===== config.mk =====
export PLATFORM = sky130hd
export DESIGN_NAME = cartridge
export DESIGN_NICKNAME = d
export VERILOG_FILES = /design/src/rtl/cart_types_pkg.sv /design/src/rtl/c64_bus_pkg.sv /design/src/rtl/bank_table.sv /design/src/rtl/discharge_timer.sv /design/src/rtl/mapper_control.sv /design/src/rtl/addr_translate.sv /design/src/rtl/cartridge.sv
export SDC_FILE = /design/constraint.sdc
export NUM_CORES = 1
export LEC_CHECK = 0
export BUFFER_PORTS_ARGS = -buffer_cell sky130_fd_sc_hd__buf_4
export CORE_ASPECT_RATIO = 1.5
export CORE_MARGIN = 8
export CORE_UTILIZATION = 25
export DETAILED_ROUTE_END_ITERATION = 8
export GPL_ROUTABILITY_DRIVEN = 0
export PLACE_DENSITY_LB_ADDON = 0.25
export RECOVER_POWER = 25
export SYNTH_ARGS = -nofsm -noshare
export SYNTH_HDL_FRONTEND = slang
export SYNTH_SLANG_ARGS = --single-unit

===== constraint.sdc =====
create_clock -name clk32 -period 5.4 [get_ports clk32]
set_clock_uncertainty 0.2 [all_clocks]
set_input_delay 0.54 -clock clk32 [delete_from_list [all_inputs] [get_ports clk32]]
set_output_delay 0.54 -clock clk32 [all_outputs]
set_load 0.005 [all_outputs]

===== src/rtl/cart_types_pkg.sv =====
// ************************************************
// Cartridge type package
// Type numbers from the CRT header, bank table
// sizes, the CRT bank record and the mapper state
// ************************************************

package cart_types_pkg;

	// CRT hardware type numbers
	localparam logic [15:0] CART_GENERIC     = 16'd0;
	localparam logic [15:0] CART_OCEAN       = 16'd5;
	localparam logic [15:0] CART_EPYX        = 16'd10;
	localparam logic [15:0] CART_MAGIC_DESK  = 16'd19;
	localparam logic [15:0] CART_EASYFLASH   = 16'd32;
	localparam logic [15:0] CART_EASYFLASH_X = 16'd33;   // XBank layout

	localparam int BANK_SLOTS = 64;                     // Entries per bank table

	// 8K bank number inside a 1 MB ROM image
	typedef logic [6:0] bank_t;

	// One CHIP packet as seen by the CRT loader
	typedef struct packed {
		logic [15:0] num;     // Bank number
		logic [15:0] laddr;   // Loading address on the C64 side
		logic [15:0] size;    // Packet length in bytes
		logic [24:0] raddr;   // Packet location in SDRAM
	} crt_bank_t;

	// Live mapping configuration
	typedef struct packed {
		bank_t bank_lo;       // ROML bank
		bank_t bank_hi;       // ROMH bank
		bank_t io_bank;       // Bank behind DExx/DFxx
		logic  ioe_ena;
		logic  iof_ena;
		logic  iof_wr_ena;
		logic  romL_we;       // ROML window backed by cart RAM
		logic  exrom_ovr;
		logic  game_ovr;
	} map_state_t;

endpackage


===== src/rtl/c64_bus_pkg.sv =====
// ************************************************
// C64 bus package
// CPU bus bundle, I/O strobes, SDRAM request and
// the fixed bases of the ROM and RAM areas
// ************************************************

package c64_bus_pkg;

	// CPU side of the expansion port
	typedef struct packed {
		logic [15:0] addr;
		logic [7:0]  data;
		logic        rom_l;
		logic        rom_h;
		logic        ioe;
		logic        iof;
		logic        mem_write;
		logic        mem_ce;
	} c64_bus_t;

	// First cycle of an I/O window access
	typedef struct packed {
		logic ioe_stb;
		logic iof_stb;
	} io_strobe_t;

	typedef struct packed {
		logic [24:0] addr;
		logic        write;
		logic        ce;
	} sdram_req_t;

	// ROM banks live at 0x100000 (1 MB max), bits 24..20
	localparam logic [4:0] ROM_AREA_MSB = 5'b00001;

	// RAM banks live at 0x010000 (64 KB max), bits 24..16
	localparam logic [8:0] RAM_AREA_TAG = 9'b0_0000_0001;

endpackage


===== src/rtl/bank_table.sv =====
// ************************************************
// Bank tables
// Holds the ROML and ROMH bank lookup tables and
// fills them from CRT bank records while loading
// ************************************************

`timescale 1ns/100ps

module bank_table #(
	parameter int BANK_SLOTS = 64
) (
	input  logic                     clk32,
	input  cart_types_pkg::crt_bank_t cart_bank,
	input  logic                     cart_bank_wr,
	input  logic [5:0]               sel,
	output cart_types_pkg::bank_t    lo_entry,
	output cart_types_pkg::bank_t    hi_entry
);

	cart_types_pkg::bank_t lo_tab [BANK_SLOTS];
	cart_types_pkg::bank_t hi_tab [BANK_SLOTS];

	logic [5:0]            idx;
	cart_types_pkg::bank_t raw_bank;

	assign idx      = cart_bank.num[5:0];
	assign raw_bank = cart_bank.raddr[19:13];   // 8K granularity inside the ROM area

	always_ff @(posedge clk32) begin
		if (cart_bank_wr && (cart_bank.num < BANK_SLOTS)) begin
			if (cart_bank.laddr <= 16'h8000) begin
				lo_tab[idx] <= raw_bank;
				// 16K packet spills into the ROMH window
				if (cart_bank.size > 16'h2000)
					hi_tab[idx] <= raw_bank + 7'd1;
			end else begin
				hi_tab[idx] <= raw_bank;   // A000/E000 packets
			end
		end
	end

	assign lo_entry = lo_tab[sel];
	assign hi_entry = hi_tab[sel];

endmodule


===== src/rtl/discharge_timer.sv =====
// ************************************************
// Epyx discharge timer
// Models the Fastload capacitor that keeps the cart
// visible for a while after the last access
// ************************************************

`timescale 1ns/100ps

module discharge_timer #(
	parameter int DISCHARGE_CYCLES = 16384
) (
	input  logic clk32,
	input  logic reset_n,
	input  logic charge,
	output logic expired
);

	localparam int CNT_W = $clog2(DISCHARGE_CYCLES + 1);

	logic [CNT_W-1:0] count;
	logic             armed;

	always_ff @(posedge clk32) begin
		if (reset_n) begin
			armed   <= 1'b0;
			expired <= 1'b0;
			count   <= '0;
		end else if (charge) begin
			armed   <= 1'b1;                            // Capacitor charged again
			expired <= 1'b0;
			count   <= CNT_W'(DISCHARGE_CYCLES);
		end else if (armed) begin
			if (count != '0)
				count <= count - 1'b1;
			else
				expired <= 1'b1;                        // Held until the next charge
		end
	end

endmodule


===== src/rtl/mapper_control.sv =====
// ************************************************
// Mapper control
// Per cartridge type FSM that steers the ROM banks,
// the EXROM/GAME lines and the I/O windows
// ************************************************

`timescale 1ns/100ps

module mapper_control (
	input  logic                       clk32,
	input  logic                       reset_n,
	input  logic [15:0]                cart_id,
	input  logic [7:0]                 cart_exrom,
	input  logic [7:0]                 cart_game,
	input  c64_bus_pkg::c64_bus_t      bus,
	input  cart_types_pkg::bank_t      lo_entry,
	input  cart_types_pkg::bank_t      hi_entry,
	input  logic                       expired,
	output logic [5:0]                 sel,
	output logic                       charge,
	output c64_bus_pkg::io_strobe_t    stb,
	output cart_types_pkg::map_state_t map
);

	typedef enum logic [1:0] {
		ST_RESET,
		ST_INIT,
		ST_RUN
	} state_t;

	// Cart unplugged: both lines released, nothing mapped
	localparam cart_types_pkg::map_state_t MAP_IDLE = '{
		exrom_ovr: 1'b1,
		game_ovr:  1'b1,
		default:   '0
	};

	state_t      state;
	logic [15:0] old_id;
	logic        old_ioe;
	logic        old_iof;
	logic        ioe_wr;
	logic        is_ef;

	assign is_ef = (cart_id == cart_types_pkg::CART_EASYFLASH) ||
	               (cart_id == cart_types_pkg::CART_EASYFLASH_X);

	// ************************************************
	// I/O strobes
	// ************************************************
	always_ff @(posedge clk32) begin
		old_id  <= cart_id;
		old_ioe <= bus.ioe;
		old_iof <= bus.iof;
	end

	assign stb.ioe_stb = bus.ioe & ~old_ioe;
	assign stb.iof_stb = bus.iof & ~old_iof;
	assign ioe_wr      = stb.ioe_stb & bus.mem_write;

	// EasyFlash picks its bank pair straight from the written byte
	assign sel    = (state == ST_RUN && is_ef) ? bus.data[5:0] : 6'd0;
	assign charge = (cart_id == cart_types_pkg::CART_EPYX) & (bus.ioe | bus.rom_l);

	// ************************************************
	// Type FSM
	// ************************************************
	always_ff @(posedge clk32) begin
		if (reset_n || (old_id != cart_id)) begin   // New cart acts as a reset
			state <= ST_RESET;
			map   <= MAP_IDLE;
		end else if (state == ST_RESET) begin
			state <= ST_INIT;
		end else begin
			state <= ST_RUN;
			case (cart_id)
				cart_types_pkg::CART_GENERIC: begin
					// 8K, 16K or ultimax as given by the CRT header
					map.exrom_ovr <= cart_exrom[0];
					map.game_ovr  <= cart_game[0];
					map.bank_lo   <= lo_entry;
					map.bank_hi   <= hi_entry;
				end
				cart_types_pkg::CART_OCEAN: begin
					map.exrom_ovr <= 1'b0;
					map.game_ovr  <= 1'b0;
					if (ioe_wr) begin
						map.bank_lo <= {1'b0, bus.data[5:0]};   // Mirrored at 8000 and A000
						map.bank_hi <= {1'b0, bus.data[5:0]};
					end
				end
				cart_types_pkg::CART_EPYX: begin
					map.game_ovr <= 1'b1;
					map.iof_ena  <= 1'b1;                   // Last ROM page shows at DFxx
					map.io_bank  <= '0;
					if (state == ST_INIT || charge)
						map.exrom_ovr <= 1'b0;
					else if (expired)
						map.exrom_ovr <= 1'b1;               // Capacitor empty, cart drops out
				end
				cart_types_pkg::CART_MAGIC_DESK: begin
					if (state == ST_INIT) begin
						map.game_ovr  <= 1'b1;
						map.exrom_ovr <= 1'b0;
						map.bank_lo   <= '0;
					end else if (ioe_wr) begin
						map.bank_lo   <= {3'b000, bus.data[3:0]};
						map.exrom_ovr <= bus.data[7];        // Bit 7 hides the cart
					end
				end
				cart_types_pkg::CART_EASYFLASH,
				cart_types_pkg::CART_EASYFLASH_X: begin
					if (state == ST_INIT) begin
						map.iof_ena    <= 1'b1;
						map.iof_wr_ena <= 1'b1;              // 256 bytes of RAM at DFxx
						map.io_bank    <= '0;
						map.game_ovr   <= 1'b0;
						// Only the original EasyFlash boots in ultimax mode
						map.exrom_ovr  <= (cart_id == cart_types_pkg::CART_EASYFLASH);
						map.bank_lo    <= lo_entry;
						map.bank_hi    <= hi_entry;
					end else if (ioe_wr) begin
						if (bus.addr[1]) begin
							// DE02 control register, jumper assumed in boot position
							map.game_ovr  <= bus.data[2] & ~bus.data[0];
							map.exrom_ovr <= ~bus.data[1];
						end else begin
							map.bank_lo <= lo_entry;          // DE00 bank register
							map.bank_hi <= hi_entry;
						end
					end
				end
				default: ;                                  // Unknown type stays inactive
			endcase
		end
	end

endmodule


===== src/rtl/addr_translate.sv =====
// ************************************************
// Address translation
// Redirects CPU accesses in the ROM and I/O windows
// into the CRT image and cart RAM held in SDRAM
// ************************************************

`timescale 1ns/100ps

module addr_translate (
	input  logic                       reset_n,
	input  c64_bus_pkg::c64_bus_t      bus,
	input  cart_types_pkg::map_state_t map,
	input  c64_bus_pkg::io_strobe_t    stb,
	output c64_bus_pkg::sdram_req_t    mem
);

	logic cs_ioe;
	logic cs_iof;

	// Upper address bits 24..13 for a bank in the ROM or RAM area
	function automatic logic [11:0] area_bank(input cart_types_pkg::bank_t bank, input logic ram);
		area_bank = ram ? {c64_bus_pkg::RAM_AREA_TAG, bank[2:0]}
		                : {c64_bus_pkg::ROM_AREA_MSB, bank};
	endfunction

	// DExx has no RAM mode in any supported cart
	assign cs_ioe = bus.ioe & ~bus.mem_write & map.ioe_ena;
	assign cs_iof = bus.iof & (bus.mem_write ? map.iof_wr_ena : map.iof_ena);

	always_comb begin
		mem.addr = {9'd0, bus.addr};
		mem.ce   = bus.mem_ce | (cs_ioe & stb.ioe_stb) | (cs_iof & stb.iof_stb);

		// No RAM under ROML in ultimax mode, so such writes go nowhere
		mem.write = bus.mem_write &
		            ~(bus.rom_l & ~map.romL_we & map.exrom_ovr & ~map.game_ovr);

		if (!reset_n) begin
			if (bus.rom_h && !bus.mem_write)
				mem.addr[24:13] = area_bank(map.bank_hi, 1'b0);
			if (bus.rom_l && (map.romL_we || !bus.mem_write))
				mem.addr[24:13] = area_bank(map.bank_lo, map.romL_we);

			if (cs_ioe)
				mem.addr[24:13] = area_bank(map.io_bank, 1'b0);        // DExx
			if (cs_iof)
				mem.addr[24:13] = area_bank(map.io_bank, map.iof_wr_ena); // DFxx
		end
	end

endmodule


===== src/rtl/cartridge.sv =====
// ************************************************
// C64 cartridge mapper
// Bank tables, type control, Epyx timer and the
// bus to SDRAM address translation
// ************************************************

`timescale 1ns/100ps

module cartridge #(
	parameter int BANK_SLOTS       = cart_types_pkg::BANK_SLOTS,
	parameter int DISCHARGE_CYCLES = 16384
) (
	input  logic                      clk32,
	input  logic                      reset_n,
	input  logic                      cart_loading,
	input  logic [15:0]               cart_id,
	input  logic [7:0]                cart_exrom,
	input  logic [7:0]                cart_game,
	input  cart_types_pkg::crt_bank_t cart_bank,
	input  logic                      cart_bank_wr,
	input  c64_bus_pkg::c64_bus_t     bus,
	output logic                      exrom,
	output logic                      game,
	output c64_bus_pkg::sdram_req_t   mem
);

	cart_types_pkg::bank_t      lo_entry;
	cart_types_pkg::bank_t      hi_entry;
	cart_types_pkg::map_state_t map;
	c64_bus_pkg::io_strobe_t    stb;
	logic [5:0]                 sel;
	logic                       charge;
	logic                       expired;

	// Records only count while a CRT image is being loaded
	wire bank_wr = cart_bank_wr & cart_loading;

	assign exrom = map.exrom_ovr;
	assign game  = map.game_ovr;

	bank_table #(
		.BANK_SLOTS(BANK_SLOTS)
	) u_bank_table (
		.clk32       (clk32),
		.cart_bank   (cart_bank),
		.cart_bank_wr(bank_wr),
		.sel         (sel),
		.lo_entry    (lo_entry),
		.hi_entry    (hi_entry)
	);

	discharge_timer #(
		.DISCHARGE_CYCLES(DISCHARGE_CYCLES)
	) u_discharge_timer (
		.clk32  (clk32),
		.reset_n(reset_n),
		.charge (charge),
		.expired(expired)
	);

	mapper_control u_mapper_control (
		.clk32     (clk32),
		.reset_n   (reset_n),
		.cart_id   (cart_id),
		.cart_exrom(cart_exrom),
		.cart_game (cart_game),
		.bus       (bus),
		.lo_entry  (lo_entry),
		.hi_entry  (hi_entry),
		.expired   (expired),
		.sel       (sel),
		.charge    (charge),
		.stb       (stb),
		.map       (map)
	);

	addr_translate u_addr_translate (
		.reset_n(reset_n),
		.bus    (bus),
		.map    (map),
		.stb    (stb),
		.mem    (mem)
	);

endmodule


==> reports/qor.yml, run 1 <==
routing_usage_on_met3_pct: 2.73
detail_route.vias_per_cell: 4.88
drt-wirelength-per-cell_um: 26.7
seq_power_share_pct: 53.4
synthesis.area_um2: 39100
fin_worst_hold_slack_ns: 0.0899
global_route.overflow_total: 0
status: "complete, but fails checks"
grt_first_pass_wirelength_mm: 185
placeableCoreArea_um2: 155000
dp_hpwl_mm: 88.3
buffer_ports.inserted: 106
die_area_um2: 170000
die_height_um: 500
crit_required_ns: 5.83
avgSynthCellArea_um2: 14.6
internal_power_w: 0.0120
count_of_vias_placed_by_the_detailed_router: 24200
rows: 177
area_delta_synth_final_pct: 17.2
ys_async_rst_share_pct: 0
vdd_drop_max_uv: 210
report.final.setup_viol: 0
yosys_register_bits: 951
synth_cell_type_count: 74
holdCritStartpoint: "cart_exrom[0]"
maxSlewViolCount: 429
yosys.cell_count.top_type: "sky130_fd_sc_hd__edfxtp_1"
holdPathStages: 5
power.clock.fraction_pct: 43.2
dr.pass1.iters: 5
grt_busiest_layer: "met2"
tns_ns: 0
unrepaired_setup_endpoints_after_global_routing: "false"
timing_worst_setup_path_type: "in2reg"
pin_slew_with_the_least_headroom_to_its_limit_ns: 3.39
grt_antenna_before_repair: 11
maxCapViolations: 8
power.density_cell_area_nw_per_um2: 331
critPathLaunchType: "primary input"
cp_data_arrival_time_ns: 5.11
yosysSeqAreaShare_pct: 71.6
multiInputGateArea_um2: 10300
worst_skew_pair.late_latency_ns: 0.68
grt_max_degree: 65
leakage_power_summed_over_all_cells_nw: 14.7
timing.hold.worst.class: "in2reg"
drt_drc_violations_left: 0
ranking_of_synthesized_cells_by_instance_count: "sky130_fd_sc_hd__edfxtp_1 (896), sky130_fd_sc_hd__nor2_1 (230), sky130_fd_sc_hd__mux2i_1 (209)"
fillerInstances: 15500
report.final.hold_viol_count: 0
clock_sinks: 951
effective_utilization_at_floorplan_pct: 25.2
ios: 168
synth_warnings: 0
reg2reg_to: "u_mapper_control.map[18]$_SDFFE_PP0P_"
failed_checks: "max-capacitance violations, max-slew violations"
globalRouteMet2Util_pct: 27.4
yosys_most_used_dff: "sky130_fd_sc_hd__edfxtp_1"
synth_area_leaders: "sky130_fd_sc_hd__edfxtp_1 (69%), sky130_fd_sc_hd__mux2i_1 (5.4%), sky130_fd_sc_hd__dfxtp_1 (2.8%)"
grt_usage_pct: 15.0
detail-route-antenna-nets: 0
netlist.top_cell.by_area: "sky130_fd_sc_hd__edfxtp_1"
net-switching-power_w: 0.00319
synthesis.instances: 2678
worst_r2r_path_depth: 10
worst_slew_margin_rel_pct: -126
grt_util_met1_pct: 16.8
setup.reg_to_reg.worst_slack_ns: 0.93
clock_tree.root_cell: "sky130_fd_sc_hd__clkbuf_16"
first_global_vias: 24300
tritoncts.num_buffers: 93
worstPathMaxFanout: 12
finalWirelength_mm: 132
post-route-period-util_pct: 86.6
netlist.area_leader.share_pct: 68.8
drt_iter0_drc: 1956
power.share.combinational_pct: 3.4
area.sequential_um2: 28000
synth-edff-count: 896
die_w_um: 339
final_layout_size_suffix_gt1_share_pct: 13.9
fmax_mhz: 214
sw_frac_of_total_pct: 21.0
clock_path_buffers: 3
worst_hold_path.endpoint: "u_mapper_control.map[1]$_SDFFE_PP1P_"
timing.rr.start: "u_mapper_control.state[1]$_SDFF_PP0_"
finalWorstPathRequiredPeriod_ns: 4.68
tritoncts: "yes"
htree_num_levels: 3
setup.worst_path.end_class: "flop"
clkSlewWorstSetupHoldPaths_ns: 0.06
design.final.nets: 2977
stage by stage:
step | setup WS (ns) | utilization (%) | cells | area [um2] | power (W)
2_1_floorplan | 1.35 | - | 2681 | 39100 | 0.00847
3_3_place_gp | 0.658 | 27.5 | 4777 | 42700 | 0.00877
3_5_place_dp | 0.675 | 27.5 | 4777 | 42700 | 0.00877
4_1_cts | 0.850 | 29.6 | 4959 | 45900 | 0.0153
5_1_grt | 0.724 | 29.5 | 4959 | 45800 | 0.0156
6_report | 0.722 | 29.5 | 4962 | 45800 | 0.0152
flip-flops by register name (all words and copies together) (netlist names):
| register | cells |
|---|---|
| u_bank_table.lo_tab | 448 |
| u_discharge_timer.armed | 1 |
| u_discharge_timer.expired | 1 |
| u_bank_table.hi_tab | 448 |
| u_mapper_control.old_ioe | 1 |
| u_discharge_timer.count | 15 |
| u_mapper_control.state | 2 |
| u_mapper_control.old_iof | 1 |
| u_mapper_control.map | 18 |
| u_mapper_control.old_id | 16 |
critical path: stages:
cell	delay [ns]
sky130_fd_sc_hd__dlygate4sd3_1	0.54
sky130_fd_sc_hd__clkbuf_1	0.15
sky130_fd_sc_hd__nor4_4	0.38
sky130_fd_sc_hd__nand4_2	0.51
sky130_fd_sc_hd__nor2_4	0.62
sky130_fd_sc_hd__buf_4	0.38
sky130_fd_sc_hd__mux2i_1	0.12
sky130_fd_sc_hd__a2111oi_0	1.03
sky130_fd_sc_hd__nor4_1	0.15
sky130_fd_sc_hd__buf_4	0.22
sky130_fd_sc_hd__a221oi_1	0.30
sky130_fd_sc_hd__a211o_1	0.14
per-layer routing:
metal  wire length (um)  vias to the layer above  part of all wire (%)
met5                 65                        -                 0.049
met4               6550                       10                   4.9
met3               8160                      265                   6.2
met2              68400                      853                    52
met1              49200                    12300                    37
li1                   -                    10800                     -
power by group through the flow:
stage | sequential [W] | clock (W) | combinational, W
after floorplan | 0.00826 | 0 | 0.000213
after global placement | 0.00825 | 0 | 0.000512
after detailed placement | 0.00825 | 0 | 0.000519
after CTS | 0.00809 | 0.00667 | 0.000531
after global routing | 0.00810 | 0.00693 | 0.000542
final | 0.00810 | 0.00655 | 0.000511
cells in the final DEF (no fill, tap or decap), types with 17 or more instances in the layout:
cell	synthesis	final
sky130_fd_sc_hd__edfxtp_1	896	896
sky130_fd_sc_hd__a221o_1	19	19
sky130_fd_sc_hd__a221oi_1	56	56
sky130_fd_sc_hd__clkbuf_1	93	43
sky130_fd_sc_hd__mux2i_1	209	209
sky130_fd_sc_hd__clkbuf_16	0	94
sky130_fd_sc_hd__buf_4	24	185
sky130_fd_sc_hd__a211oi_1	80	80
sky130_fd_sc_hd__nor2_1	230	227
sky130_fd_sc_hd__and3_1	58	58
sky130_fd_sc_hd__o21ai_0	59	59
sky130_fd_sc_hd__nor3_1	38	36
sky130_fd_sc_hd__clkinv_1	0	20
sky130_fd_sc_hd__a21oi_1	70	70
sky130_fd_sc_hd__dlygate4sd3_1	0	21
sky130_fd_sc_hd__dfxtp_1	55	55
sky130_fd_sc_hd__nor2b_1	24	24
sky130_fd_sc_hd__mux2_2	31	31
sky130_fd_sc_hd__nor4_1	20	20
sky130_fd_sc_hd__inv_1	25	25
sky130_fd_sc_hd__xor2_1	23	20
sky130_fd_sc_hd__a31oi_1	33	33
sky130_fd_sc_hd__nand3_1	73	73
sky130_fd_sc_hd__nand2_1	199	198
sky130_fd_sc_hd__o221ai_1	17	17
logic make-up after synthesis:
kind of cell               count (synthesis)  synth area share (%)
buffers and inverters                    214                  2.48
xor gates and xnor gates                  37                 0.829
AOI/OAI and AO/OA                        493                  9.11
adders and majority gates                  3                0.0960
other                                      1               0.00959
DFF                                      951                  71.6
and+or+nand+nor                          726                  8.83
muxes                                    253                  6.99
worst max path at each step:
stage | startpoint | to | slack, ns | cells past startpoint
2_1_floorplan | cart_bank[44] | u_bank_table.hi_tab[0][4]$_DFFE_PP_ | 1.35 | 7
3_3_place_gp | cart_id[9] | u_mapper_control.map[18]$_SDFFE_PP0P_ | 0.66 | 11
3_5_place_dp | cart_id[9] | u_mapper_control.map[18]$_SDFFE_PP0P_ | 0.67 | 11
4_1_cts | cart_id[9] | u_mapper_control.map[18]$_SDFFE_PP0P_ | 0.85 | 12
5_1_grt | cart_id[9] | u_mapper_control.map[18]$_SDFFE_PP0P_ | 0.72 | 12
6_report | cart_id[9] | u_mapper_control.map[18]$_SDFFE_PP0P_ | 0.72 | 12
cell type report:
class,instances,area share (%)
sequential,951,61.1
multi-input combinational,1516,22.4
tap,2058,5.62
clock buffer,105,5.23
timing repair buffer,247,4.11
clock inverter,56,1.29
inverter,26,0.213
antenna,3,0.0164
repair_timing:
item / 4_1_cts / 5_1_grt
hold buffers: 21 / 0
setup buffers: 0 / 0
hold endpoints to repair: 33 / 0
setup endpoints to repair: 0 / 0
resized for setup: 0 / 0
Power figures use the tool's default switching activity.
==> inputs of run 2 (changes only) <==
Settings changed: ABC_AREA set to 1.
==> reports/qor.yml, run 2 <==
worst_r2r_path_depth: 14  # +4
clock_sinks: 951  # unchanged
synth_warnings: 0  # unchanged
placeableCoreArea_um2: 166000  # +6.8%
clock_tree.root_cell: "sky130_fd_sc_hd__clkbuf_16"
worstSetupPathDepth: 3  # -9
path_cells: "dlygate4sd3_1, clkbuf_1, clkbuf_1"
worstPathMaxFanout: 56  # +44
grt_usage_pct: 13.0  # -2.0 points
post-route-period-util_pct: 77.1  # -9.5 points
status: "complete, but fails checks"
dr.pass1.iters: 7  # +2
seq_power_share_pct: 54.7  # +1.3 points
report.final.setup_viol: 0  # unchanged
net-switching-power_w: 0.00306  # -4.0%
maxSlewViolCount: 406  # -5.4%
tritoncts.num_buffers: 90  # -3.2%
ranking_of_synthesized_cells_by_instance_count: "sky130_fd_sc_hd__edfxtp_1 (896), sky130_fd_sc_hd__nand2_1 (813), sky130_fd_sc_hd__inv_1 (660)"
vdd_drop_max_uv: 223  # +6.2%
crit_required_ns: 5.25  # -0.58 ns
layout_setup_ws_ns: 1.23  # +0.512 ns
most_common_cell_after_layout_fill_and_taps_aside: "sky130_fd_sc_hd__edfxtp_1"
grt_antenna_before_repair: 8  # -3
synthesis.instances: 3994  # +49%
die_w_um: 350  # +3.2%
die_area_um2: 181000  # +6.5%
grt_max_degree: 180  # +180%
buffer_ports.inserted: 106  # unchanged
grt_first_pass_wirelength_mm: 178  # -4.0%
report.final.hold_viol_count: 0  # unchanged
avgSynthCellArea_um2: 10.4  # -28%
synth-edff-count: 896  # unchanged
yosys.cell_count.top_type: "sky130_fd_sc_hd__edfxtp_1"
largest_registers: "u_bank_table.hi_tab x448, u_bank_table.lo_tab x448, u_mapper_control.map x18"
global_route.overflow_total: 0  # unchanged
setup.worst_path.end_class: "flop"
setup.reg_to_reg.worst_slack_ns: 1.53  # +0.60 ns
finalWirelength_mm: 120  # -9.3%
detail_route.vias_per_cell: 4.32  # -11%
path_common_cell: "sky130_fd_sc_hd__clkbuf_1"
yosys_register_bits: 951  # unchanged
tns_ns: 0  # unchanged
leakage_power_summed_over_all_cells_nw: 18.2  # +24%
drt_iter0_drc: 1677  # -14%
worst_skew_pair.late_latency_ns: 0.69  # about the same
timing.critical_path.max_delay_family: "buffers and inverters"
cp_slowest_cell: "sky130_fd_sc_hd__clkbuf_1"
rows: 183  # +3.4%
clock_path_buffers: 3  # unchanged
dp_hpwl_mm: 75.5  # -15%
yosys_most_used_dff: "sky130_fd_sc_hd__edfxtp_1"
htree_num_levels: 3  # unchanged
mostFrequentLayoutCells: "sky130_fd_sc_hd__edfxtp_1 (896), sky130_fd_sc_hd__nand2_1 (812), sky130_fd_sc_hd__inv_1 (659)"
pin_slew_with_the_least_headroom_to_its_limit_ns: 3.32  # -0.0683 ns
critPathLaunchType: "primary input"
dp_worst_setup_slack_ns: 1.25  # +0.578 ns
ys_async_rst_share_pct: 0  # unchanged
cp_data_arrival_time_ns: 4.02  # -1.09 ns
netlist.top_cell.by_area: "sky130_fd_sc_hd__edfxtp_1"
clkSlewWorstSetupHoldPaths_ns: 0.06  # about the same
final_layout_size_suffix_gt1_share_pct: 7.41  # -6.4 points
drt_drc_violations_left: 0  # unchanged
die_height_um: 516  # +3.2%
drt-wirelength-per-cell_um: 18.9  # -29%
internal_power_w: 0.0117  # -2.0%
effective_utilization_at_floorplan_pct: 25.2  # about the same
area_delta_synth_final_pct: 15.3
count_of_vias_placed_by_the_detailed_router: 27400  # +13%
worst_slew_margin_rel_pct: -122  # +4.6 points
synth_area_leaders: "sky130_fd_sc_hd__edfxtp_1 (64%), sky130_fd_sc_hd__nand3_1 (7.8%), sky130_fd_sc_hd__nand2_1 (7.3%)"
finalWorstPathRequiredPeriod_ns: 4.17  # -0.512 ns
power.clock.fraction_pct: 42.9  # -0.3 points
holdPathStages: 5  # unchanged
fmax_mhz: 240  # +12%
max_stage_delay_ns: 2.14  # +1.11 ns
detail-route-antenna-nets: 0  # unchanged
power.share.combinational_pct: 2.3  # -1.1 points
unrepaired_setup_endpoints_after_global_routing: "false"
synth_cell_type_count: 50  # -32%
synthesis.area_um2: 41700  # +6.8%
postCtsSetupBuffers: 0  # unchanged
design.final.nets: 4204  # +41%
critical_path_buf_inv_count: 3  # -1
yosysSeqAreaShare_pct: 67.1  # -4.5 points
timing_worst_setup_path_type: "in2reg"
first_global_vias: 26900  # +11%
maxCapViolations: 7  # -1
ios: 168  # unchanged
timing.hold.worst.class: "in2reg"
power.density_cell_area_nw_per_um2: 308  # -7.1%
sw_frac_of_total_pct: 20.7  # -0.34 points
netlist.area_leader.share_pct: 64.5  # -4.4 points
failed_checks: "max-capacitance violations, max-slew violations"
tritoncts: "yes"
[run 2: changes by cell type after synthesis, sizes merged, moves of 23 or more]
cell	delta
a211oi	-76
a21oi	-23
a221oi	-55
a31oi	-32
and3	-57
buf	+47
inv	+638
mux2	-30
mux2i	-209
nand2	+616
nand3	+577
nor2	+45
nor2b	-24
o211ai	+174
[run 2: what timing repair did]
item | 4_1_cts | 5_1_grt
hold buffers | 22 | 0
hold endpoints to repair | 24 | 0
resized for setup | 0 | 0
[run 2: layer usage]
| metal | share of wire, % | wire length (um) | track usage [%] | vias up |
|---|---|---|---|---|
| met4 | 3.2 | 3900 | 4.52 | 2 |
| met3 | 4.5 | 5450 | 2.03 | 169 |
| met2 | 52 | 63000 | 24.3 | 560 |
| met5 | 0.011 | 13 | 0 | - |
| met1 | 40 | 47700 | 15.0 | 13100 |
| li1 | - | - | - | 13600 |
[run 2: final cells by class]
class	count	area (um2)
fillers	17200	118000
flip-flops and latches	951	28000
multi-input cells	2156	10400
well taps	2220	2780
inverters	667	2510
clock buffers	114	2430
repair buffers	196	1570
clock inverters	47	440
diodes	7	17.5
[run 2: worst paths after layout]
check,start,endpoint
max,cart_bank[19],u_bank_table.lo_tab[7][6]$_DFFE_PP_
min,bus[13],u_mapper_control.map[1]$_SDFFE_PP1P_
max reg2reg,u_mapper_control.state[1]$_SDFF_PP0_,u_mapper_control.map[16]$_SDFFE_PP0P_
min reg2reg,u_discharge_timer.armed$_SDFFE_PP0P_,u_discharge_timer.expired$_SDFFE_PP0P_
[run 2: cell families (layout without fill, tap and decap cells)]
group / after synthesis / count (layout) / synth area share (%)
AOI/OAI and AO/OA: 312 / 312 / 5.02
xor gates and xnor gates: 14 / 14 / 0.294
adders and majority gates: 3 / 3 / 0.0900
buffers and inverters: 890 / 1024 / 8.51
DFF: 951 / 951 / 67.1
muxes: 1 / 1 / 0.0270
other: 1 / 11 / 0.00899
and+or+nand+nor: 1822 / 1822 / 18.9
[run 2: power groups by stage]
stage / sequential, W / clock (W) / combinational [W]
floorplan: 0.00826 / 0 / 0.000109
global placement: 0.00825 / 0 / 0.000352
detailed placement: 0.00825 / 0 / 0.000356
CTS: 0.00809 / 0.00652 / 0.000369
global route: 0.00810 / 0.00677 / 0.000377
finish: 0.00810 / 0.00635 / 0.000347
[run 2: metrics by stage]
stage	hold slack, ns	utilization [%]	instance area, um2	total power [W]	instances
6_report	0.0592	29.0	48100	0.0148	6358
5_1_grt	0.0597	29.0	48100	0.0152	6352
4_1_cts	0.00333	29.1	48200	0.0150	6351
3_5_place_dp	0.251	27.2	45100	0.00861	6168
3_3_place_gp	0.241	27.2	45100	0.00861	6168
2_1_floorplan	0.222	-	41700	0.00837	3997
[run 2: tightest hold or removal path, stage by stage]
cell and delay [ns]:
sky130_fd_sc_hd__buf_4 0.08, sky130_fd_sc_hd__a221oi_1 0.06, sky130_fd_sc_hd__o211ai_1 0.10, sky130_fd_sc_hd__a21oi_1 0.07, sky130_fd_sc_hd__o21ai_0 0.06
